File: src/common/socPkg.sv
package socPkg;

    // Data path and register file sizes
    localparam int wordWidth = 32;
    localparam int regIndexWidth = 4;
    localparam int immWidth = 20;

    // Address map
    // Bit 31 clear selects RAM at a word address
    localparam int peripheralBit = 31;
    localparam logic [wordWidth-1:0] ledAddr = 32'h8000_0000;
    // Bits 15..8 carry x and bits 7..0 carry y inside this window
    localparam logic [wordWidth-1:0] pixelBase = 32'hC000_0000;

    // Opcode sits in instruction bits 31..28
    typedef enum logic [3:0] {
        LOADI = 4'd0,
        ADD   = 4'd1,
        SUB   = 4'd2,
        AND   = 4'd3,
        OR    = 4'd4,
        ADDI  = 4'd5,
        LOAD  = 4'd6,
        STORE = 4'd7,
        BNZ   = 4'd8,
        HALT  = 4'd9
    } opcode_t;

    typedef struct packed {
        opcode_t                  opcode;
        logic [regIndexWidth-1:0] rd;
        logic [regIndexWidth-1:0] rs;
        logic [wordWidth-1:0]     imm;
        logic                     writesReg;
        logic                     isLoad;
        logic                     isStore;
        logic                     isBranch;
        logic                     isHalt;
    } ctrl_t;

endpackage

File: src/common/memBus.sv
`timescale 1ns/10ps

// One word-wide memory port
// Read data follows a read strobe by one cycle, writes land on the strobe edge
interface memBus;
    import socPkg::*;

    logic [wordWidth-1:0] addr;
    logic [wordWidth-1:0] wdata;
    logic                 write;
    logic                 read;
    logic [wordWidth-1:0] rdata;

    modport master (
        output addr, wdata, write, read,
        input  rdata
    );

    modport slave (
        input  addr, wdata, write, read,
        output rdata
    );

endinterface

File: src/logic/bootLoader.sv
`timescale 1ns/10ps

module bootLoader (
    input  logic       clk_25mhz,
    input  logic       reset,
    input  logic [7:0] loadByte,
    input  logic       loadStrobe,
    memBus.master      bus,
    output logic       cpuRun
);
    import socPkg::*;

    logic [wordWidth-1:0] shiftReg;
    logic [wordWidth-1:0] nextWord;
    logic [wordWidth-1:0] wordsLeft;
    logic [wordWidth-1:0] writeAddr;
    logic [1:0]           byteCount;
    logic                 haveCount;
    logic                 writePending;
    logic                 acceptByte;

    // Little-endian assembly, first byte lands lowest
    assign nextWord = {loadByte, shiftReg[wordWidth-1:8]};

    // Bytes stop counting once the final word is on its way
    assign acceptByte = loadStrobe && !cpuRun && !(writePending && wordsLeft == 1);

    assign bus.addr = writeAddr;
    assign bus.wdata = shiftReg;
    assign bus.write = writePending;
    assign bus.read = 1'b0;

    always_ff @(posedge clk_25mhz) begin
        if (reset) begin
            byteCount <= '0;
            haveCount <= 1'b0;
            writePending <= 1'b0;
            wordsLeft <= '0;
            writeAddr <= '0;
            cpuRun <= 1'b0;
        end else begin
            if (writePending) begin
                writePending <= 1'b0;
                writeAddr <= writeAddr + 1'b1;
                wordsLeft <= wordsLeft - 1'b1;
                if (wordsLeft == 1) begin
                    cpuRun <= 1'b1;
                end
            end
            if (acceptByte) begin
                byteCount <= byteCount + 1'b1;
                if (byteCount == 2'd3) begin
                    if (!haveCount) begin
                        haveCount <= 1'b1;
                        wordsLeft <= nextWord;
                        // Empty image starts the core right away
                        if (nextWord == '0) begin
                            cpuRun <= 1'b1;
                        end
                    end else begin
                        writePending <= 1'b1;
                    end
                end
            end
        end
    end

    always_ff @(posedge clk_25mhz) begin
        if (acceptByte) begin
            shiftReg <= nextWord;
        end
    end

    a_noWriteAfterRun: assert property (@(posedge clk_25mhz) disable iff (reset)
        cpuRun |-> !bus.write);

endmodule

File: src/flat_wrapper.sv
// flat-port wrapper written by rule: the top's interface ports become plain ports
module bootLoader_flat import socPkg::*;
  (clk_25mhz, reset, loadByte, loadStrobe, cpuRun, bus_addr, bus_wdata, bus_write, bus_read, bus_rdata);
  memBus bus_i ();
  input  logic clk_25mhz;
  input  logic reset;
  input  logic [7:0] loadByte;
  input  logic loadStrobe;
  output logic cpuRun;
  output wire logic [$bits(bus_i.addr)-1:0] bus_addr;
  output wire logic [$bits(bus_i.wdata)-1:0] bus_wdata;
  output wire logic [$bits(bus_i.write)-1:0] bus_write;
  output wire logic [$bits(bus_i.read)-1:0] bus_read;
  input wire logic [$bits(bus_i.rdata)-1:0] bus_rdata;
  assign bus_addr = bus_i.addr;
  assign bus_wdata = bus_i.wdata;
  assign bus_write = bus_i.write;
  assign bus_read = bus_i.read;
  assign bus_i.rdata = bus_rdata;
  bootLoader u_core (.clk_25mhz(clk_25mhz), .reset(reset), .loadByte(loadByte), .loadStrobe(loadStrobe), .bus(bus_i), .cpuRun(cpuRun));
endmodule
File: config.mk
export PLATFORM = sky130hd
export DESIGN_NAME = bootLoader_flat
export DESIGN_NICKNAME = d
export VERILOG_FILES = /design/src/common/socPkg.sv /design/src/common/memBus.sv /design/src/logic/bootLoader.sv /design/src/flat_wrapper.sv
export SDC_FILE = /design/constraint.sdc
export NUM_CORES = 1
export LEC_CHECK = 0
export BUFFER_PORTS_ARGS = -buffer_cell sky130_fd_sc_hd__buf_2
export CAP_MARGIN = 20
export CORE_MARGIN = 2
export CORE_UTILIZATION = 44
export DETAILED_ROUTE_END_ITERATION = 7
export PLACE_DENSITY = 0.68
export SLEW_MARGIN = 0
export SYNTH_ARGS = -nofsm -noshare
export SYNTH_HDL_FRONTEND = slang
export SYNTH_SLANG_ARGS = --single-unit
File: constraint.sdc
create_clock -name clk_25mhz -period 4.1 [get_ports clk_25mhz]
set_input_delay 0.82 -clock clk_25mhz [delete_from_list [all_inputs] [get_ports clk_25mhz]]
set_output_delay 0.82 -clock clk_25mhz [all_outputs]
set_load 0.05 [all_outputs]
# Word level (Yosys, flattened, before mapping)

Index checks and enable logic that the tools add are counted.

Add/sub/neg operators: 3
Reduce and logical (&&, ||, !) cells: 8
Equal/unequal tests: 2
Bitwise operators: 2
Muxes and demuxes: 11

Operators with widths:

| kind                    | count |
|---|---|
| $mux W32                | 4 |
| $add A32 B1 Y32 const B | 1 |
| $eq A32 B1 Y1 const B   | 1 |
| $logic_not A32 Y1       | 1 |
| $sub A32 B1 Y32 const B | 1 |
| $mux W1                 | 7 |
| $logic_and A1 B1 Y1     | 3 |
| $reduce_or A3 Y1        | 1 |
| $add A2 B1 Y2 const B   | 1 |
| $eq A2 B2 Y1 const B    | 1 |
| $logic_not A1 Y1        | 2 |
| $not A1 Y1              | 2 |
| $reduce_and A2 Y1       | 1 |

Output and inout bits: 67
Register bits after elaboration: 101

# Depth between registers and ports, before layout

Gate-level depths: netlist of run 1.

Depth in word-level cells: 7
Depth in mapped cells: 9
Depth with buffers taken out: 7

# Least setup slack after synthesis of run 1

OpenSTA, ideal clock, no wires.

Kind: reg-to-reg
From: register u_core.writePending, in the netlist u_core.bus.write
To: register u_core.byteCount[0]
Slack: -0.259 ns
Period minus slack after synthesis: 4.359 ns
Cell stages (with the launch flop): 7
Path buffers: 1
Arrival time: 4.238 ns
Library setup time: 0.121 ns
Cell sequence: dfxtp_1 > or4b_2 > nor3_1 > and4_1 > buf_2 > nor3b_1 > mux2_2

Word-level cells in the longest chain between the ends: 3

RTL lines:

| element                     | RTL line         | text |
|---|---|---|
| from (decl)                 | bootLoader.sv:19 | `logic writePending;` |
| from (signal assigned)      | bootLoader.sv:37 | `writePending <= 1'b0;` |
| from (signal assigned)      | bootLoader.sv:43 | `writePending <= 1'b0;` |
| from (signal assigned)      | bootLoader.sv:61 | `writePending <= 1'b1;` |
| $logic_and A1 B1 Y1         | bootLoader.sv:26 | `assign acceptByte = loadStrobe && !cpuRun && !(writePending && wordsLeft == 1);` |
| $logic_not A1 Y1            | bootLoader.sv:26 |  |
| $logic_and A1 B1 Y1         | bootLoader.sv:26 |  |
| named net u_core.acceptByte | bootLoader.sv:20 | `logic acceptByte;` |
| to (signal assigned)        | bootLoader.sv:51 | `byteCount <= byteCount + 1'b1;` |
| to (decl)                   | bootLoader.sv:17 | `logic [1:0] byteCount;` |

The timed path passes the listed nets, and every way through them passes these cells.
A chain may end at the register's enable or synchronous reset.

# Worst setup path after layout of run 1

From: register u_core.wordsLeft[0]
To: register u_core.wordsLeft[14]

Word-level cells in the longest chain between the ends: 5
Elaborated cells on any way between the ends: 9
Those cells by class: add/sub (1); eq/ne (1); mux (4); reduce/logical (3)

RTL lines:

| element                                          | RTL line                           | text |
|---|---|---|
| from (decl)                                      | bootLoader.sv:15                   | `logic [wordWidth-1:0] wordsLeft;` |
| from (signal assigned)                           | bootLoader.sv:45                   | `wordsLeft <= wordsLeft - 1'b1;` |
| from (signal assigned)                           | bootLoader.sv:55                   | `wordsLeft <= nextWord;` |
| $sub A32 B1 Y32 or $eq A32 B1 Y1 (tied branches) | bootLoader.sv:45, bootLoader.sv:26 |  |
| $mux W32 or $logic_and A1 B1 Y1 (tied branches)  | bootLoader.sv:42, bootLoader.sv:26 |  |
| $mux W32 or $logic_not A1 Y1 (tied branches)     | bootLoader.sv:53, bootLoader.sv:26 |  |
| $mux W32 or $logic_and A1 B1 Y1 (tied branches)  | bootLoader.sv:52, bootLoader.sv:26 |  |
| $mux W32 *                                       | bootLoader.sv:50                   | `if (acceptByte) begin` |

Mark *: on every way between the ends. The rest lies on a longest branch, timed or not.

==> impl_metrics.csv, run 1 <==
group,metric,value,unit
timing,tns,0,ns
timing,layout_min_cycle_time,2.87,ns
routing,drt_first_pass_iters,4,
placed_design,portBuffers,76,
synthesis,async_reset_ff_share,0,%
clocking,clk_pin_slew,0.10,ns
grt,grt_pass1_wl,17000,µm
worst_setup_path,rr_startpoint,"u_core.wordsLeft[0]",
worst_setup_path,crit_start,"u_core.wordsLeft[0]",
worst_setup_path,arrival,3.14,ns
grt,grt_use_total,18.9,%
floorplanning,die_area,11300,µm²
pwr,power,1.97,mW
clocking,hold_buffers,0,
worst_setup_path,path_max_fanout,21,
worst_setup_path,r2r_cells,7,
timing,post-route-period-util,70.0,%
routing,route.detailed.drc,0,
synthesis,yosys.area.top_type,"dfxtp_1",
synthesis,ys_ff_latch,101,
worst_setup_path,worst_setup_path_start_kind,"flop",
finish,layout_common_cells,"buf_2, dfxtp_1, xnor2_1",
placed_design,hpwl,7470,µm
finish,nFillCells,919,
timing,setup_viol,0,
routing,drt-total-wl,10600,µm
finish,layout_commonest_cell,"buf_2",
synthesis,postSynthCellCount,446,
synthesis,yosysSeqAreaShare,50.8,%
timing,hold_violations,0,
routing,wire_per_inst,16.4,µm
clocking,ctsResizeCount,0,
finish,nNetsFinal,557,
timing,worstMarginPinSlew,1.05,ns
floorplanning,io_pins,110,
synthesis,ys_warn_count,0,
clocking,clock_sinks,101,
run_status,status,"completed",
routing,drtAntennaViolNets,0,
run,cap_violations,0,
floorplanning,rows,37,
grt,grt_max_degree,59,
timing,relSlewSlack,29.7,%
clocking,numCtsBuffers,9,
timing,worst_hold_slack,0.469,ns
floorplanning,core-area,10200,µm²
pwr,p_leak,1.94,nW
synthesis,yosys-top-cells-area,"dfxtp_1, edfxtp_1, xnor2_1",
floorplanning,initial_utilization,45.0,%
grt,grt_remaining_overflow,0,
clocking,clock_latency,0.37,ns
floorplanning,die_w,106,µm
routing,drtIter0Drc,267,
routing,vias_per_cell,5.60,
finish,fin_util,51.8,%
clocking,cts_tree,"built",
synthesis,synth_enable_flop_cells,32,
clocking,htree_levels,3,
finish,area_delta_synth_final,15.0,%
timing,rsz0062_at_grt,"no",
timing,fmax,349,MHz
clocking,clock-root-buffer,"clkbuf_8",
min_path,hold_depth,2,
routing,via_count,3648,
timing,skew,0.0130,ns
worst_setup_path,path_class,"reg -> reg",
finish,drive_gt1_share,23.5,%
grt,antenna_found_initial,0,
pwr,p_per_area,372,nW/µm²
clocking,cts_setup_buffers,0,
floorplanning,die_y,106,µm
synthesis,synth_area_per_cell,10.3,µm²
synthesis,syn-num-nets,493,
timing,drv_slew,0,
worst_setup_path,setup.worst_path.end_class,"flop",
synthesis,synth_area,4610,µm²
grt,grt_pass1_vias,3358,
pwr,max-vdd-ir-drop,0.000267,V
synthesis,synthFlopType,"dfxtp_1",
clocking,clk_path_buf_depth,2,
worst_setup_path,crit_required,4.37,ns
placed_design,gp_congestion,0.805,
min_path,min_path_type,"reg -> reg",
finish,diodes,0,
synthesis,yosysTopAreaCellShare,30.0,%
min_path,min_from,"u_core.byteCount[1]",
synthesis,synth_cell_types,46,
## final timing paths
kind / end / slack [ns]
setup / recovery: u_core.wordsLeft[14] / 1.23
hold / removal: u_core.byteCount[1] / 0.47
hold reg to reg: u_core.byteCount[1] / 0.47
setup reg to reg: u_core.wordsLeft[14] / 1.23
## cell usage after synthesis (3+ instances only)
cell type / number
a21oi_1: 14
and3_1: 5
or4_1: 6
ha_1: 4
nor2_1: 36
and4_1: 5
mux2i_1: 3
nand4_1: 15
nor2b_1: 3
clkbuf_1: 15
nor3_1: 37
nand3_1: 10
or3_1: 9
nor4_2: 8
nor4_1: 23
o31ai_1: 12
a211oi_1: 18
or2_2: 3
buf_1: 4
xnor2_1: 43
edfxtp_1: 32
o21ai_0: 3
buf_2: 7
nand2_1: 14
dfxtp_1: 69
inv_1: 7
xor2_1: 14
## metal layers
| layer | track usage [%] | routed length [µm] | share of wire, % | up-vias |
|---|---|---|---|---|
| met5 | 0 | 0 | 0 | - |
| met4 | 7.14 | 246 | 2.3 | 0 |
| met1 | 25.2 | 4790 | 45 | 1735 |
| li1 | - | - | - | 1766 |
| met2 | 29.4 | 4970 | 47 | 127 |
| met3 | 4.90 | 651 | 6.1 | 20 |
## metrics by stage
step,std cells,setup WS (ns),cell area [µm²]
floorplan,446,0.995,4610
global placement,635,1.32,5070
detailed placement,635,1.28,5070
CTS,651,1.22,5300
global route,651,1.06,5300
finish,651,1.23,5300
## layout make-up
class                           instances  area (µm²)  share of cell area [%]
Sequential cell                       101        2340                    44.2
Multi-Input combinational cell        309        2110                    39.7
Timing Repair Buffer                   82         425                    8.03
Tap cell                              136         170                    3.21
Clock buffer                            9         124                    2.34
Clock inverter                          7         106                    2.01
Inverter                                7        26.3                   0.496
## worst max-delay path, cell delays in order (launching register included)
cell      delay [ns]
dfxtp_1         0.44
ha_1            0.18
or4b_2          0.59
nor3_1          0.27
and4_1          0.61
buf_4           0.36
nor3_1          0.08
a211oi_1        0.24
## power breakdown
| group | internal (mW) | leakage [nW] | switching (mW) |
|---|---|---|---|
| registers | 1.06 | 0.870 | 0.0253 |
| logic | 0.0407 | 0.956 | 0.132 |
| clock network | 0.353 | 0.109 | 0.361 |
## logic make-up after synthesis
logic type | count (synthesis) | share of synthesized area [%]
other | 1 | 0.0814
xor gates and xnor gates | 57 | 10.8
DFF | 101 | 50.8
muxes | 5 | 1.14
buffers and inverters | 36 | 3.72
AOI/OAI and AO/OA | 52 | 7.68
adders and majority gates | 4 | 1.09
and+or+nand+nor | 190 | 24.6
## flip-flops by register name, summed over array words and instances (netlist names)
name,flops
u_core.bus.addr,32
u_core.bus.wdata,32
u_core.wordsLeft,32
u_core.byteCount,2
u_core.bus.write,1
u_core.cpuRun,1
u_core.haveCount,1
(Power assumes the default switching activity.)
==> run 2: changes to the inputs <==
Clock period 4.1 ns to 2.3 ns, I/O delays scaled along.
==> impl_metrics.csv, run 2 (synthesis gave the netlist of run 1 again) <==
group,metric,value,unit
timing,fmax,458,MHz
pwr,power.switching,0.922,mW
timing,hold_violations,0,
pwr,p_int,2.50,mW
timing,layout_min_cycle_time,2.19,ns
clocking,clock_latency,0.37,ns
floorplanning,rows,37,
clocking,clock_sinks,101,
grt,grt_use_total,19.7,%
routing,vias_per_cell,5.56,
grt,antenna_found_initial,0,
placed_design,hpwl,7850,µm
clocking,cts_tree,"built",
run,cap_violations,0,
worst_setup_path,worst_setup_path_start_kind,"flop",
timing,drv_slew,0,
timing,setup_viol,0,
worst_setup_path,r2r_cells,7,
placed_design,placed_cells,652,
routing,via_count,3716,
timing,skew,0.0159,ns
worst_setup_path,rr_endpoint,"u_core.wordsLeft[17]",
clocking,clk_path_buf_depth,2,
grt,top_usage_layer,"met2",
worst_setup_path,path_max_fanout,20,
grt,grt_pass1_wl,17600,µm
routing,drt-total-wl,11100,µm
pwr,p_leak,2.03,nW
pwr,max-vdd-ir-drop,0.000449,V
clocking,clk_pin_slew,0.10,ns
timing,worstMarginPinSlew,0.633,ns
routing,drtIter0Drc,240,
grt,grt_pass1_vias,3447,
run_status,status,"completed",
worst_setup_path,path_class,"reg -> reg",
timing,setup_ws,0.114,ns
routing,drt_first_pass_iters,5,
pwr,power.share.clock,33.3,%
finish,drive_gt1_share,27.4,%
timing,relSlewSlack,57.8,%
finish,fin_area,5500,µm²
placed_design,pre_cts_ws,0.102,ns
clocking,numCtsBuffers,9,
floorplanning,io_pins,110,
worst_setup_path,crit_required,2.57,ns
pwr,power_frac_seq,56.6,%
finish,layout_common_cells,"buf_2, dfxtp_1, xnor2_1",
worst_setup_path,reg2reg_slack,0.11,ns
clocking,hold_buffers,0,
timing,post-route-period-util,95.0,%
grt,grt_remaining_overflow,0,
finish,layout_commonest_cell,"buf_2",
routing,drtAntennaViolNets,0,
pwr,p_per_area,623,nW/µm²
floorplanning,die_y,106,µm
worst_setup_path,rr_startpoint,"u_core.wordsLeft[6]",
worst_setup_path,critPathCapture,"u_core.wordsLeft[17]",
min_path,min_path_type,"in -> reg",
pwr,swShare,26.9,%
grt,use_met2,30.0,%
finish,fin_util,53.7,%
placed_design,gp_congestion,0.849,
worst_setup_path,crit_start,"u_core.wordsLeft[6]",
placed_design,placed_area,5280,µm²
grt,grt_use_met1,27.8,%
grt,grt_max_degree,59,
finish,nNetsFinal,574,
grt,use_met3,4.41,%
routing,wire_per_inst,16.6,µm
min_path,min_from,"loadByte[0]",
finish,finalNonFillerCells,668,
floorplanning,die_w,106,µm
pwr,comb_power_share,10.1,%
worst_setup_path,arrival,2.46,ns
floorplanning,initial_utilization,45.0,%
finish,area_delta_synth_final,19.3,%
worst_setup_path,setup.worst_path.end_class,"flop",
routing,route.detailed.drc,0,
floorplanning,die_area,11300,µm²
finish,diodes,0,
placed_design,portBuffers,76,
clocking,htree_levels,3,
floorplanning,core-area,10200,µm²
clocking,clock-root-buffer,"clkbuf_8",
==> run 2: final cells by class <==
cell class,instances,area [µm²]
Inverter,7,26.3
Fill cell,928,4730
Clock inverter,6,71.3
Clock buffer,10,128
Timing Repair Buffer,99,616
Sequential cell,101,2340
Tap cell,136,170
Multi-Input combinational cell,309,2140
==> run 2: power by group through the flow <==
| stage | sequential (mW) | combinational, mW | clock (mW) |
|---|---|---|---|
| final | 1.94 | 0.344 | 1.14 |
| after CTS | 1.94 | 0.342 | 1.16 |
| after global routing | 1.94 | 0.365 | 1.22 |
| after floorplan | 2.07 | 0.142 | 0 |
| after detailed placement | 1.98 | 0.340 | 0 |
| after global placement | 1.98 | 0.337 | 0 |
==> run 2: worst min path at each step <==
stage	to	slack [ns]	cells past startpoint
floorplan	u_core.byteCount[1]	0.44	2
CTS	u_core.bus.wdata[24]	0.29	1
global route	u_core.bus.wdata[26]	0.30	1
global placement	u_core.byteCount[1]	0.45	2
finish	u_core.bus.wdata[24]	0.30	1
detailed placement	u_core.byteCount[1]	0.46	2
==> run 2: routing by layer <==
metal / vias up / share of wire, %
met5: - / 0
met2: 138 / 44
li1: 1805 / -
met4: 0 / 1.2
met1: 1757 / 47
met3: 16 / 7.6
==> run 2: worst max-delay path: stages (launching register included) <==
cell and delay, ns:
dfxtp_1 0.35, or4_1 0.60, buf_4 0.18, nand2b_1 0.17, buf_12 0.18, nor4_2 0.27, xnor2_1 0.11, a211oi_1 0.22
==> run 2: stage by stage <==
| stage | TNS (ns) | hold WS [ns] | power [mW] |
|---|---|---|---|
| after floorplan | -3.85 | 0.438 | 2.21 |
| after global placement | 0 | 0.451 | 2.31 |
| after detailed placement | 0 | 0.463 | 2.32 |
| after CTS | 0 | 0.289 | 3.44 |
| after global routing | -0.00773 | 0.300 | 3.53 |
| final | 0 | 0.299 | 3.42 |
==> run 2: what timing repair did <==
item | 4_1_cts | 5_1_grt
resized for setup | 0 | 4
endpoints found under the setup margin | 0 | 44
buffers inserted | 0 | 0
