--- src/common/socPkg.sv ---
package socPkg;

    // Data path and register file sizes
    localparam int wordWidth = 32;
    localparam int regIndexWidth = 4;
    localparam int immWidth = 20;

    // Address map
    // Bit 31 clear selects RAM at a word address
    localparam int peripheralBit = 31;
    localparam logic [wordWidth-1:0] ledAddr = 32'h8000_0000;
    // Bits 15..8 carry x and bits 7..0 carry y inside this window
    localparam logic [wordWidth-1:0] pixelBase = 32'hC000_0000;

    // Opcode sits in instruction bits 31..28
    typedef enum logic [3:0] {
        LOADI = 4'd0,
        ADD   = 4'd1,
        SUB   = 4'd2,
        AND   = 4'd3,
        OR    = 4'd4,
        ADDI  = 4'd5,
        LOAD  = 4'd6,
        STORE = 4'd7,
        BNZ   = 4'd8,
        HALT  = 4'd9
    } opcode_t;

    typedef struct packed {
        opcode_t                  opcode;
        logic [regIndexWidth-1:0] rd;
        logic [regIndexWidth-1:0] rs;
        logic [wordWidth-1:0]     imm;
        logic                     writesReg;
        logic                     isLoad;
        logic                     isStore;
        logic                     isBranch;
        logic                     isHalt;
    } ctrl_t;

endpackage

--- src/common/memBus.sv ---
`timescale 1ns/10ps

// One word-wide memory port
// Read data follows a read strobe by one cycle, writes land on the strobe edge
interface memBus;
    import socPkg::*;

    logic [wordWidth-1:0] addr;
    logic [wordWidth-1:0] wdata;
    logic                 write;
    logic                 read;
    logic [wordWidth-1:0] rdata;

    modport master (
        output addr, wdata, write, read,
        input  rdata
    );

    modport slave (
        input  addr, wdata, write, read,
        output rdata
    );

endinterface

--- src/logic/busDecode.sv ---
`timescale 1ns/10ps

module busDecode #(
    parameter int ramWords = 1024
) (
    input  logic       clk_25mhz,
    input  logic       reset,
    input  logic       cpuRun,
    memBus.slave       loaderBus,
    memBus.slave       cpuBus,
    memBus.master      ramBus,
    output logic [7:0] led,
    output logic       pixelWrite,
    output logic [7:0] pixelX,
    output logic [7:0] pixelY,
    output logic [7:0] pixelColor
);
    import socPkg::*;

    logic [wordWidth-1:0] selAddr;
    logic [wordWidth-1:0] selWdata;
    logic                 selWrite;
    logic                 selRead;
    logic                 ramSpace;
    logic                 ledHit;
    logic                 pixelHit;

    // Loader owns the bus until the core is released
    assign selAddr = cpuRun ? cpuBus.addr : loaderBus.addr;
    assign selWdata = cpuRun ? cpuBus.wdata : loaderBus.wdata;
    assign selWrite = cpuRun ? cpuBus.write : loaderBus.write;
    assign selRead = cpuRun ? cpuBus.read : loaderBus.read;

    assign ramSpace = !selAddr[peripheralBit];
    assign ledHit = selWrite && (selAddr[31:30] == ledAddr[31:30]);
    assign pixelHit = selWrite && (selAddr[31:30] == pixelBase[31:30]);

    assign ramBus.addr = selAddr & (ramWords - 1);
    assign ramBus.wdata = selWdata;
    assign ramBus.write = selWrite && ramSpace;
    assign ramBus.read = selRead && ramSpace;

    assign loaderBus.rdata = ramBus.rdata;
    assign cpuBus.rdata = ramBus.rdata;

    always_ff @(posedge clk_25mhz) begin
        if (reset) begin
            led <= '0;
            pixelWrite <= 1'b0;
        end else begin
            pixelWrite <= pixelHit;
            if (ledHit) begin
                led <= selWdata[7:0];
            end
        end
    end

    // Pixel fields ride along with the strobe
    always_ff @(posedge clk_25mhz) begin
        if (pixelHit) begin
            pixelX <= selAddr[15:8];
            pixelY <= selAddr[7:0];
            pixelColor <= selWdata[7:0];
        end
    end

    a_ramInRange: assert property (@(posedge clk_25mhz) disable iff (reset)
        ramSpace && (selRead || selWrite) |-> selAddr < ramWords);

endmodule

--- src/flat_wrapper.sv ---
// flat-port wrapper written by rule: the top's interface ports become plain ports
module busDecode_flat import socPkg::*;
#(
    parameter int ramWords = 1024
)
  (clk_25mhz, reset, cpuRun, led, pixelWrite, pixelX, pixelY, pixelColor, loaderBus_addr, loaderBus_wdata, loaderBus_write, loaderBus_read, loaderBus_rdata, cpuBus_addr, cpuBus_wdata, cpuBus_write, cpuBus_read, cpuBus_rdata, ramBus_addr, ramBus_wdata, ramBus_write, ramBus_read, ramBus_rdata);
  memBus loaderBus_i ();
  memBus cpuBus_i ();
  memBus ramBus_i ();
  input  logic clk_25mhz;
  input  logic reset;
  input  logic cpuRun;
  output logic [7:0] led;
  output logic pixelWrite;
  output logic [7:0] pixelX;
  output logic [7:0] pixelY;
  output logic [7:0] pixelColor;
  input wire logic [$bits(loaderBus_i.addr)-1:0] loaderBus_addr;
  input wire logic [$bits(loaderBus_i.wdata)-1:0] loaderBus_wdata;
  input wire logic [$bits(loaderBus_i.write)-1:0] loaderBus_write;
  input wire logic [$bits(loaderBus_i.read)-1:0] loaderBus_read;
  output wire logic [$bits(loaderBus_i.rdata)-1:0] loaderBus_rdata;
  input wire logic [$bits(cpuBus_i.addr)-1:0] cpuBus_addr;
  input wire logic [$bits(cpuBus_i.wdata)-1:0] cpuBus_wdata;
  input wire logic [$bits(cpuBus_i.write)-1:0] cpuBus_write;
  input wire logic [$bits(cpuBus_i.read)-1:0] cpuBus_read;
  output wire logic [$bits(cpuBus_i.rdata)-1:0] cpuBus_rdata;
  output wire logic [$bits(ramBus_i.addr)-1:0] ramBus_addr;
  output wire logic [$bits(ramBus_i.wdata)-1:0] ramBus_wdata;
  output wire logic [$bits(ramBus_i.write)-1:0] ramBus_write;
  output wire logic [$bits(ramBus_i.read)-1:0] ramBus_read;
  input wire logic [$bits(ramBus_i.rdata)-1:0] ramBus_rdata;
  assign loaderBus_i.addr = loaderBus_addr;
  assign loaderBus_i.wdata = loaderBus_wdata;
  assign loaderBus_i.write = loaderBus_write;
  assign loaderBus_i.read = loaderBus_read;
  assign loaderBus_rdata = loaderBus_i.rdata;
  assign cpuBus_i.addr = cpuBus_addr;
  assign cpuBus_i.wdata = cpuBus_wdata;
  assign cpuBus_i.write = cpuBus_write;
  assign cpuBus_i.read = cpuBus_read;
  assign cpuBus_rdata = cpuBus_i.rdata;
  assign ramBus_addr = ramBus_i.addr;
  assign ramBus_wdata = ramBus_i.wdata;
  assign ramBus_write = ramBus_i.write;
  assign ramBus_read = ramBus_i.read;
  assign ramBus_i.rdata = ramBus_rdata;
  busDecode #(.ramWords(ramWords)) u_core (.clk_25mhz(clk_25mhz), .reset(reset), .cpuRun(cpuRun), .loaderBus(loaderBus_i), .cpuBus(cpuBus_i), .ramBus(ramBus_i), .led(led), .pixelWrite(pixelWrite), .pixelX(pixelX), .pixelY(pixelY), .pixelColor(pixelColor));
endmodule
--- config.mk ---
export PLATFORM = sky130hd
export DESIGN_NAME = busDecode_flat
export DESIGN_NICKNAME = d
export VERILOG_FILES = /design/src/common/socPkg.sv /design/src/common/memBus.sv /design/src/logic/busDecode.sv /design/src/flat_wrapper.sv
export SDC_FILE = /design/constraint.sdc
export NUM_CORES = 1
export LEC_CHECK = 0
export BUFFER_PORTS_ARGS = -buffer_cell sky130_fd_sc_hd__buf_2
export CAP_MARGIN = 20
export CORE_AREA = 3 3 128 130
export DETAILED_ROUTE_END_ITERATION = 6
export DIE_AREA = 0 0 131 133
export GPL_ROUTABILITY_DRIVEN = 0
export GPL_TIMING_DRIVEN = 0
export HOLD_SLACK_MARGIN = 0.1
export PLACE_DENSITY = 0.51
export REMOVE_ABC_BUFFERS = 1
export SLEW_MARGIN = 40
export SYNTH_ARGS = -nofsm -noshare
export SYNTH_HDL_FRONTEND = slang
export SYNTH_SLANG_ARGS = --single-unit
--- constraint.sdc ---
create_clock -name clk_25mhz -period 4 [get_ports clk_25mhz]
set_input_delay 0.2 -clock clk_25mhz [delete_from_list [all_inputs] [get_ports clk_25mhz]]
set_output_delay 0.2 -clock clk_25mhz [all_outputs]
set_load 0.02 [all_outputs]
### After elaboration in Yosys (flattened, before gate mapping)

Cells that the tools add are included.

| word-level totals | value |
|---|---|
| flip-flop bits (word level) | 33 |
| output and inout port bits | 163 |

| operators by class | value |
|---|---|
| equal/unequal tests | 2 |
| mux-type cells | 4 |
| reductions and logical operators | 5 |

Operator list:

| operator | number |
|---|---|
| two-way mux 32 bit | 2 |
| equality test 2 bit, second input constant | 2 |
| logical AND 1 bit | 4 |
| two-way mux 1 bit | 2 |
| zero test 1 bit | 1 |

### Depth between registers and ports, before layout

Gate-level depths: netlist (run 1).

| logic depth | value |
|---|---|
| depth in word-level cells | 3 |
| mapped depth | 5 |
| gate-level depth less buffers | 3 |

### Worst setup path before layout (run 1)

OpenSTA, ideal clock, no wires.

| path | value |
|---|---|
| path type | input to register |
| start | input cpuRun |
| end | register u_core.pixelColor[0], enable pin |
| library setup time | 440 ps |
| arrival | 2,259 ps |
| required time | 3,560 ps |
| path slack | 1,301 ps |
| stages on the path | 3 |
| path buffers | 2 |
| cell sequence | buf_6 > buf_12 > o21ai_0 |

| on the way | value |
|---|---|
| cells in the longest elaborated chain, start to end | 3 |
| elaborated cells on any way between the ends | 4 |

RTL lines:

| item | line | RTL |
|---|---|---|
| start: declaration | flat_wrapper.sv:12 | `input logic cpuRun;` |
| two-way mux 32 bit | busDecode.sv:29 | `assign selAddr = cpuRun ? cpuBus.addr : loaderBus.addr;` |
| equality test 2 bit | busDecode.sv:36 | `assign pixelHit = selWrite && (selAddr[31:30] == pixelBase[31:30]);` |
| logical AND 1 bit (*) | busDecode.sv:36 |  |
| net u_core.pixelHit | busDecode.sv:26 | `logic pixelHit;` |
| end signal: assignment | busDecode.sv:63 | `pixelColor <= selWdata[7:0];` |
| end: declaration | busDecode.sv:16 | `output logic [7:0] pixelColor` |

Mark *: on every way through the listed nets, which the timed path passes. The rest lies on a longest branch.
A chain may end at the register's enable or synchronous reset.

### Worst setup path in the final report (run 1)

| path | value |
|---|---|
| start | input cpuRun |
| end | output ramBus_wdata[5] |

| on the way | value |
|---|---|
| cells in the longest elaborated chain, start to end | 1 |

RTL lines:

| item | line | RTL |
|---|---|---|
| two-way mux 32 bit | busDecode.sv:30 | `assign selWdata = cpuRun ? cpuBus.wdata : loaderBus.wdata;` |
| end: declaration | flat_wrapper.sv:29 | `output wire logic [$bits(ramBus_i.wdata)-1:0] ramBus_wdata;` |

No other way between the ends.

==> results.ini, run 1 <==
[status]
outcome=completed

[global_route]
antenna_found_initial=0
gr-usage-all-layers=0.113
grt_max_degree=32
grt_pass1_vias=1967
grt_pass1_wl_um=13600
gr-total-overflow=0

[worst_setup_path]
cp_top_family=buffers and inverters
worst-setup-path-type=in -> out
worstPathArrival_ps=1430
crit_path_cell_trace=buf_4 -> buf_12 -> mux2_2 -> buf_2
crit_cells=4
cp_num_buf_inv=3
r2r_cells=2
critPathLaunchType=input pin
cp_max_fo=31
cpPeakStageDelay_ps=410
required_ps=3800
critPathSlowestCell=mux2_2
end_kind=output port

[synth]
avgSynthCellArea_um2=11.6
synthDominantCellAreaShare=0.283
yosysUniqueCellTypes=24
netlist_top_cells_area=buf_4, edfxtp_1, mux2_4
seq_area_frac_synth=0.343
yosysMostFrequentCell=buf_4
ys_warn_count=0
synth.cell_area_um2=2630
netlist_instances=226
synth_flop_cell=edfxtp_1
synth_edf_count=24
synthArstFlopShare=0
synth_top_area_cell=buf_4
ys_ff_latch=33
synthTopCellsByCount=buf_4, mux2_4, edfxtp_1

[sta]
fin_tns_setup_ps=0
finalHoldViolCount=0
rsz0062_at_grt=false
finalCriticalPeriod_ps=1630
maxSlewViolCount=0
max_freq_mhz=615
skew_ps=0
timing.final.crit_share=0.407
holdWs_ps=232
finalSetupViolCount=0

[floorplan]
die-area_um2=17400
pin_count=330
row_count=45
die_h_um=133
start_util=0.172
floorplan.core_area_um2=15300
die_w_um=131

[placed_design]
detailed_place_hpwl_um=9730
io_buffers=183

[power_and_ir_drop]
cellLeakagePower_nw=1.58
power_mw=1.09
peakVddDrop_v=0.000137
power_density_nw_per_um2=337
p_comb_frac=0.278
power_switching_uw=310
clockPowerShare=0.359
pwr-share-seq=0.363
swShare=0.283
power.internal_uw=785

[clocking]
postCtsHoldBufs=0
htreeDepth=2
postCtsSetupRepairBufs=0
cts_resized=0
root_buffer=clkbuf_16
cts_buffers=5
clockBufferDepth=2
cts_tree=built
clock_latency_ps=270
path_clk_slew_ps=50
clkSinkCount=33

[detailed_routing]
dr_total_vias=1983
ant_nets=0
wl_met2_um=4440
drt_iter0_drc=53
drc=0
first_pass_iters=3
wl_um=10800
drt-met1-wl_um=3390
via_per_inst=3.64
dr_wl_met3_um=2760
routedWlPerCell_um=19.8
top_layer_used=met5

[final_layout]
layout-drive-gt1-share=0.734
insertedDiodeCount=0
synthToLayoutAreaGrowth_pct=23.7
num-nets-final=500

[hold_path]
hold_depth=2
hold_path_class=in -> reg

[job]
drv_cap=0

## power groups by stage
stage               sequential (mW)  combinational (mW)  clock, mW
CTS                           0.397               0.310      0.405
detailed placement            0.404               0.309          0
finish                        0.397               0.305      0.393
global route                  0.398               0.330      0.421
floorplan                     0.431               0.142          0
global placement              0.405               0.303          0
## placed cells by master, fill, tap and decap left out, types with 2 or more instances in the layout
master / instances
mux2_2: 22
mux2_4: 26
edfxtp_1: 24
buf_2: 182
dfxtp_1: 9
a21oi_1: 8
nor3_1: 16
conb_1: 22
clkbuf_8: 2
clkbuf_16: 5
inv_1: 2
## layout make-up
class	count	area, µm²
clock buffers	7	153
clock inverters	1	5.00
fillers	1657	12000
inverters	2	7.51
multi-input cells	106	967
flip-flops and latches	33	901
well taps	211	264
repair buffers	185	953
## final timing paths
kind / from / to / slack, ps
setup / recovery: cpuRun / ramBus_wdata[5] / 2370
hold reg to reg: u_core.led[5] / u_core.led[5] / 590
setup reg to reg: u_core.led[0] / u_core.led[0] / 3290
hold / removal: cpuBus_addr[10] / u_core.pixelX[2] / 230
## per-layer routing
layer | track usage | up-vias
li1 | - | 877
met1 | 0.101 | 854
met2 | 0.169 | 240
met3 | 0.123 | 10
met4 | 0.0291 | 2
met5 | 0.0441 | -
## cells by family (layout without fill, tap and decap cells)
logic type      after synthesis  after routing  share of synthesized area
flops                        33             33                      0.343
buf+inv                     108            195                      0.323
simple gates                 25             25                     0.0624
mux                          48             48                      0.243
other cells                   1             22                    0.00143
compound gates               11             11                     0.0271
## per-stage QoR
step / std cells / util / area, µm² / worst slack [ps]
after floorplan: 141 / - / 1860 / 1530
after global placement: 535 / 0.200 / 3040 / -180
after detailed placement: 537 / 0.203 / 3090 / 2200
after CTS: 545 / 0.213 / 3250 / 2340
after global routing: 545 / 0.213 / 3250 / 2300
final: 545 / 0.213 / 3250 / 2370
## worst reg2reg max path: cells and delay by family, from the launching register on
family           cells  cell delay [ps]
and+or+nand+nor      2              290
DFF                  1              300
## sequential cells by signal, summed over array words and instances, names as in the netlist
name,count
u_core.pixelWrite,1
u_core.led,8
u_core.pixelY,8
u_core.pixelColor,8
u_core.pixelX,8
(Power assumes the default switching activity.)
==> run 2, diff against run 1 <==
- CORE_AREA: 3 3 128 130 -> 3 3 127 129
- DIE_AREA: 0 0 131 133 -> 0 0 130 132
- PLACE_DENSITY: 0.51 -> 0.53
- clock period: 4 -> 1.43 ns (I/O delays scaled with it)
==> results.ini, run 2 (synthesized netlist as in run 1, its figures left out) <==
[final_layout]
synthToLayoutAreaGrowth_pct=23.0
insertedDiodeCount=0
stdcell_area_um2=3230
layout_commonest_cell=buf_2
finalNonFillerCells=524
layout-drive-gt1-share=0.729
final_cell_mix=buf_2, mux2_4, edfxtp_1
num-nets-final=502

[floorplan]
die_h_um=132
die_w_um=130
die-area_um2=17200
floorplan.core_area_um2=15100
row_count=45
start_util=0.173
pin_count=330

[sta]
max_freq_mhz=801
holdWs_ps=103
maxSlewViolCount=0
finalSetupViolCount=0
timing.final.ws_setup_ps=181
rsz0062_at_grt=false
finalCriticalPeriod_ps=1250
finalHoldViolCount=0
skew_ps=0
timing.final.crit_share=0.873

[global_route]
gr-total-overflow=0
grt_max_degree=37
gr-usage-all-layers=0.102
antenna_found_initial=0
grt_pass1_vias=2012
grt_pass1_wl_um=12500

[detailed_routing]
drc=0
routedWlPerCell_um=18.4
first_pass_iters=4
dr_total_vias=2070
wl_um=9620
via_per_inst=3.95
drt_iter0_drc=60
ant_nets=0

[power_and_ir_drop]
power_switching_uw=886
power.internal_mw=2.10
swShare=0.296
pwr-share-seq=0.373
p_comb_frac=0.286
power_mw=2.99
peakVddDrop_v=0.000451
clockPowerShare=0.342
cellLeakagePower_nw=1.58
power_density_nw_per_um2=925

[worst_setup_path]
cp_top_family=buffers and inverters
r2r_cells=2
required_ps=1360
crit_cells=4
cp_num_buf_inv=3
end_kind=output port
timing.rr.start=u_core.led[7]
worstPathArrival_ps=1180
critPathLaunchType=input pin
cpPeakStageDelay_ps=410
critPathSlowestCell=mux2_2
cp_max_fo=36
crit_path_cell_trace=buf_6 -> buf_12 -> mux2_2 -> buf_2
startpoint=cpuRun
worst-setup-path-type=in -> out

[clocking]
cts_tree=built
clkSinkCount=33
root_buffer=clkbuf_16
htreeDepth=2
path_clk_slew_ps=50
postCtsSetupRepairBufs=0
clockBufferDepth=2
clock_latency_ps=280
cts_buffers=5

[hold_path]
hold_path_class=in -> reg
hold_depth=2
min_from=loaderBus_addr[14]

[status]
outcome=completed

[placed_design]
dp_cells=514
dp_slack_ps=-226
place_area_um2=3060
detailed_place_hpwl_um=8350
io_buffers=183

[job]
drv_cap=0

==> run 2: cell types whose count changed in the layout (fill, tap and decap cells not counted), sizes merged <==
cell / change
clkbuf: -2
clkinv: +1
dlygate4sd3: +2
clkinvlp: +1
==> run 2: routing by layer <==
metal  wire length (µm)  part of all wire  GRT usage  up-vias
met3               2290              0.24      0.108       10
met4                123             0.013     0.0289        2
met2               3690              0.38      0.142      269
met5                 98             0.010     0.0794        -
li1                   -                 -          -      884
met1               3420              0.36     0.0977      905
==> run 2: cell type report <==
class | instances | area (µm²)
Sequential cell | 33 | 901
Fill cell | 1658 | 11900
Tap cell | 188 | 235
Multi-Input combinational cell | 106 | 967
Clock inverter | 3 | 17.5
Inverter | 2 | 7.51
Clock buffer | 5 | 125
Timing Repair Buffer | 187 | 977
==> run 2: per-stage QoR <==
step | util | setup TNS, ps
2_1_floorplan | - | -22730
3_3_place_gp | 0.199 | -95990
3_5_place_dp | 0.202 | -4600
4_1_cts | 0.213 | 0
5_1_grt | 0.213 | 0
6_report | 0.213 | 0
==> run 2: worst paths after layout <==
path | to | slack, ps
worst max register to register | u_core.led[7] | 720
worst min-delay path | u_core.pixelX[6] | 100
worst min register to register | u_core.led[5] | 570
worst max-delay path | ramBus_wdata[1] | 180
==> run 2: power groups by stage <==
stage                     logic [mW]  clock network, mW  registers [mW]
after global routing           0.921               1.10            1.12
after detailed placement       0.858                  0            1.13
after floorplan                0.397                  0            1.20
after CTS                      0.865               1.06            1.11
after global placement         0.837                  0            1.13
final                          0.853               1.02            1.11
==> run 2: timing repair <==
| action | 4_1_cts | 5_1_grt |
|---|---|---|
| hold buffers | 2 | 0 |
| setup endpoints to repair | 0 | 14 |
| resized for setup | 0 | 1 |
| endpoints found under the hold margin | 3 | 0 |
==> run 3, diff against run 2 <==
- CELL_PAD_IN_SITES_DETAIL_PLACEMENT: default -> 2
- CELL_PAD_IN_SITES_GLOBAL_PLACEMENT: default -> 2
- CORE_AREA: 3 3 127 129 -> default
- CORE_ASPECT_RATIO: default -> 0.9
- CORE_MARGIN: default -> 3
- CORE_UTILIZATION: default -> 14
- DIE_AREA: 0 0 130 132 -> default
- PLACE_DENSITY: 0.53 -> 0.78
==> results.ini, run 3 (synthesized netlist as in run 1, its figures left out) <==
[worst_setup_path]
end_kind=output port
startpoint=cpuRun
worstPathArrival_ps=1230
required_ps=1360
critPathLaunchType=input pin
cp_max_fo=36
timing.rr.start=u_core.led[2]
worst-setup-path-type=in -> out

[final_layout]
synthToLayoutAreaGrowth_pct=28.0
num-nets-final=509
regArea_um2=901
layout_commonest_cell=buf_2
insertedDiodeCount=0
post-route-util=0.187
layout-drive-gt1-share=0.711
multi_input_area_um2=967
fillers=2113
final_cell_mix=buf_2, mux2_4, edfxtp_1

[sta]
max_slew_margin=0.642
timing.final.ws_setup_ps=130
worstMarginPinSlew_ps=536
finalSetupViolCount=0
max_freq_mhz=769
finalHoldViolCount=0
timing.final.crit_share=0.909
finalCriticalPeriod_ps=1300
maxSlewViolCount=0
rsz0062_at_grt=false
skew_ps=0
holdWs_ps=111

[power_and_ir_drop]
power_density_nw_per_um2=905
pwr-share-seq=0.365
peakVddDrop_v=0.000394
power.internal_mw=2.12
clockPowerShare=0.343
cellLeakagePower_nw=1.61
power_switching_uw=925
p_comb_frac=0.292
power_mw=3.04
swShare=0.304

[clocking]
path_clk_slew_ps=50
clkSinkCount=33
cts_tree=built
clockBufferDepth=2
root_buffer=clkbuf_16
postCtsSetupRepairBufs=0
htreeDepth=2
clock_latency_ps=270
cts_buffers=5

[global_route]
grt_pass1_vias=2309
gr-total-overflow=0
antenna_found_initial=0
grt_max_degree=37
gr-usage-all-layers=0.106
grt_pass1_wl_um=15500

[floorplan]
die-area_um2=20400
floorplan.core_area_um2=18000
row_count=46
die_w_um=150
die_h_um=136
pin_count=330
start_util=0.146

[placed_design]
io_buffers=183
dp_slack_ps=-72.5
detailed_place_hpwl_um=9950

[status]
outcome=completed

[detailed_routing]
routedWlPerCell_um=19.7
drt_iter0_drc=60
dr_total_vias=2121
drc=0
via_per_inst=3.64
ant_nets=0
wl_um=11500
first_pass_iters=4

[hold_path]
hold_path_class=in -> reg
min_from=loaderBus_addr[7]

[job]
drv_cap=0

## run 3: cell types whose count changed in the layout (fill, tap and decap cells not counted), sizes merged
cell,change
dlygate4sd3,+7
clkbuf,+1
clkinvlp,-1
## run 3: critical path: stages
cell	delay (ps)
buf_6	240
buf_12	270
mux2_2	410
buf_2	170
## run 3: layout make-up
type                    count  share of cell area
repair buffers            194               0.311
multi-input cells         106               0.288
flip-flops and latches     33               0.268
well taps                 240              0.0893
clock buffers               6              0.0383
clock inverters             2             0.00298
inverters                   2             0.00223
## run 3: per-layer routing
layer | part of all wire | up-vias | GRT usage
met5 | 0.0058 | - | 0.0325
met4 | 0.0083 | 2 | 0.0229
met3 | 0.22 | 11 | 0.100
met2 | 0.41 | 244 | 0.155
met1 | 0.35 | 966 | 0.108
li1 | - | 898 | -
## run 3: worst paths after layout
kind / slack (ps) / to / depth (start not counted)
setup / recovery: 130 / ramBus_wdata[3] / 4
hold / removal: 110 / u_core.pixelY[7] / 2
setup reg to reg: 710 / u_core.led[2] / 2
hold reg to reg: 580 / u_core.led[5] / 2
## run 3: what timing repair did
action / CTS / global route
endpoints found under the setup margin: 0 / 2
hold buffers: 9 / 0
resized for setup: 0 / 1
hold endpoints to repair: 6 / 0
## run 3: power by group through the flow
stage	combinational, mW	clock, mW	sequential (mW)
floorplan	0.397	0	1.20
global placement	0.847	0	1.13
detailed placement	0.881	0	1.13
CTS	0.903	1.09	1.11
global route	0.961	1.13	1.12
finish	0.888	1.04	1.11
## run 3: stage by stage
step	area, µm²	instances	TNS, ps
finish	3360	583	0
floorplan	1860	141	-22730
global route	3360	583	0
detailed placement	3130	566	-827
CTS	3360	583	0
global placement	3080	564	-105890
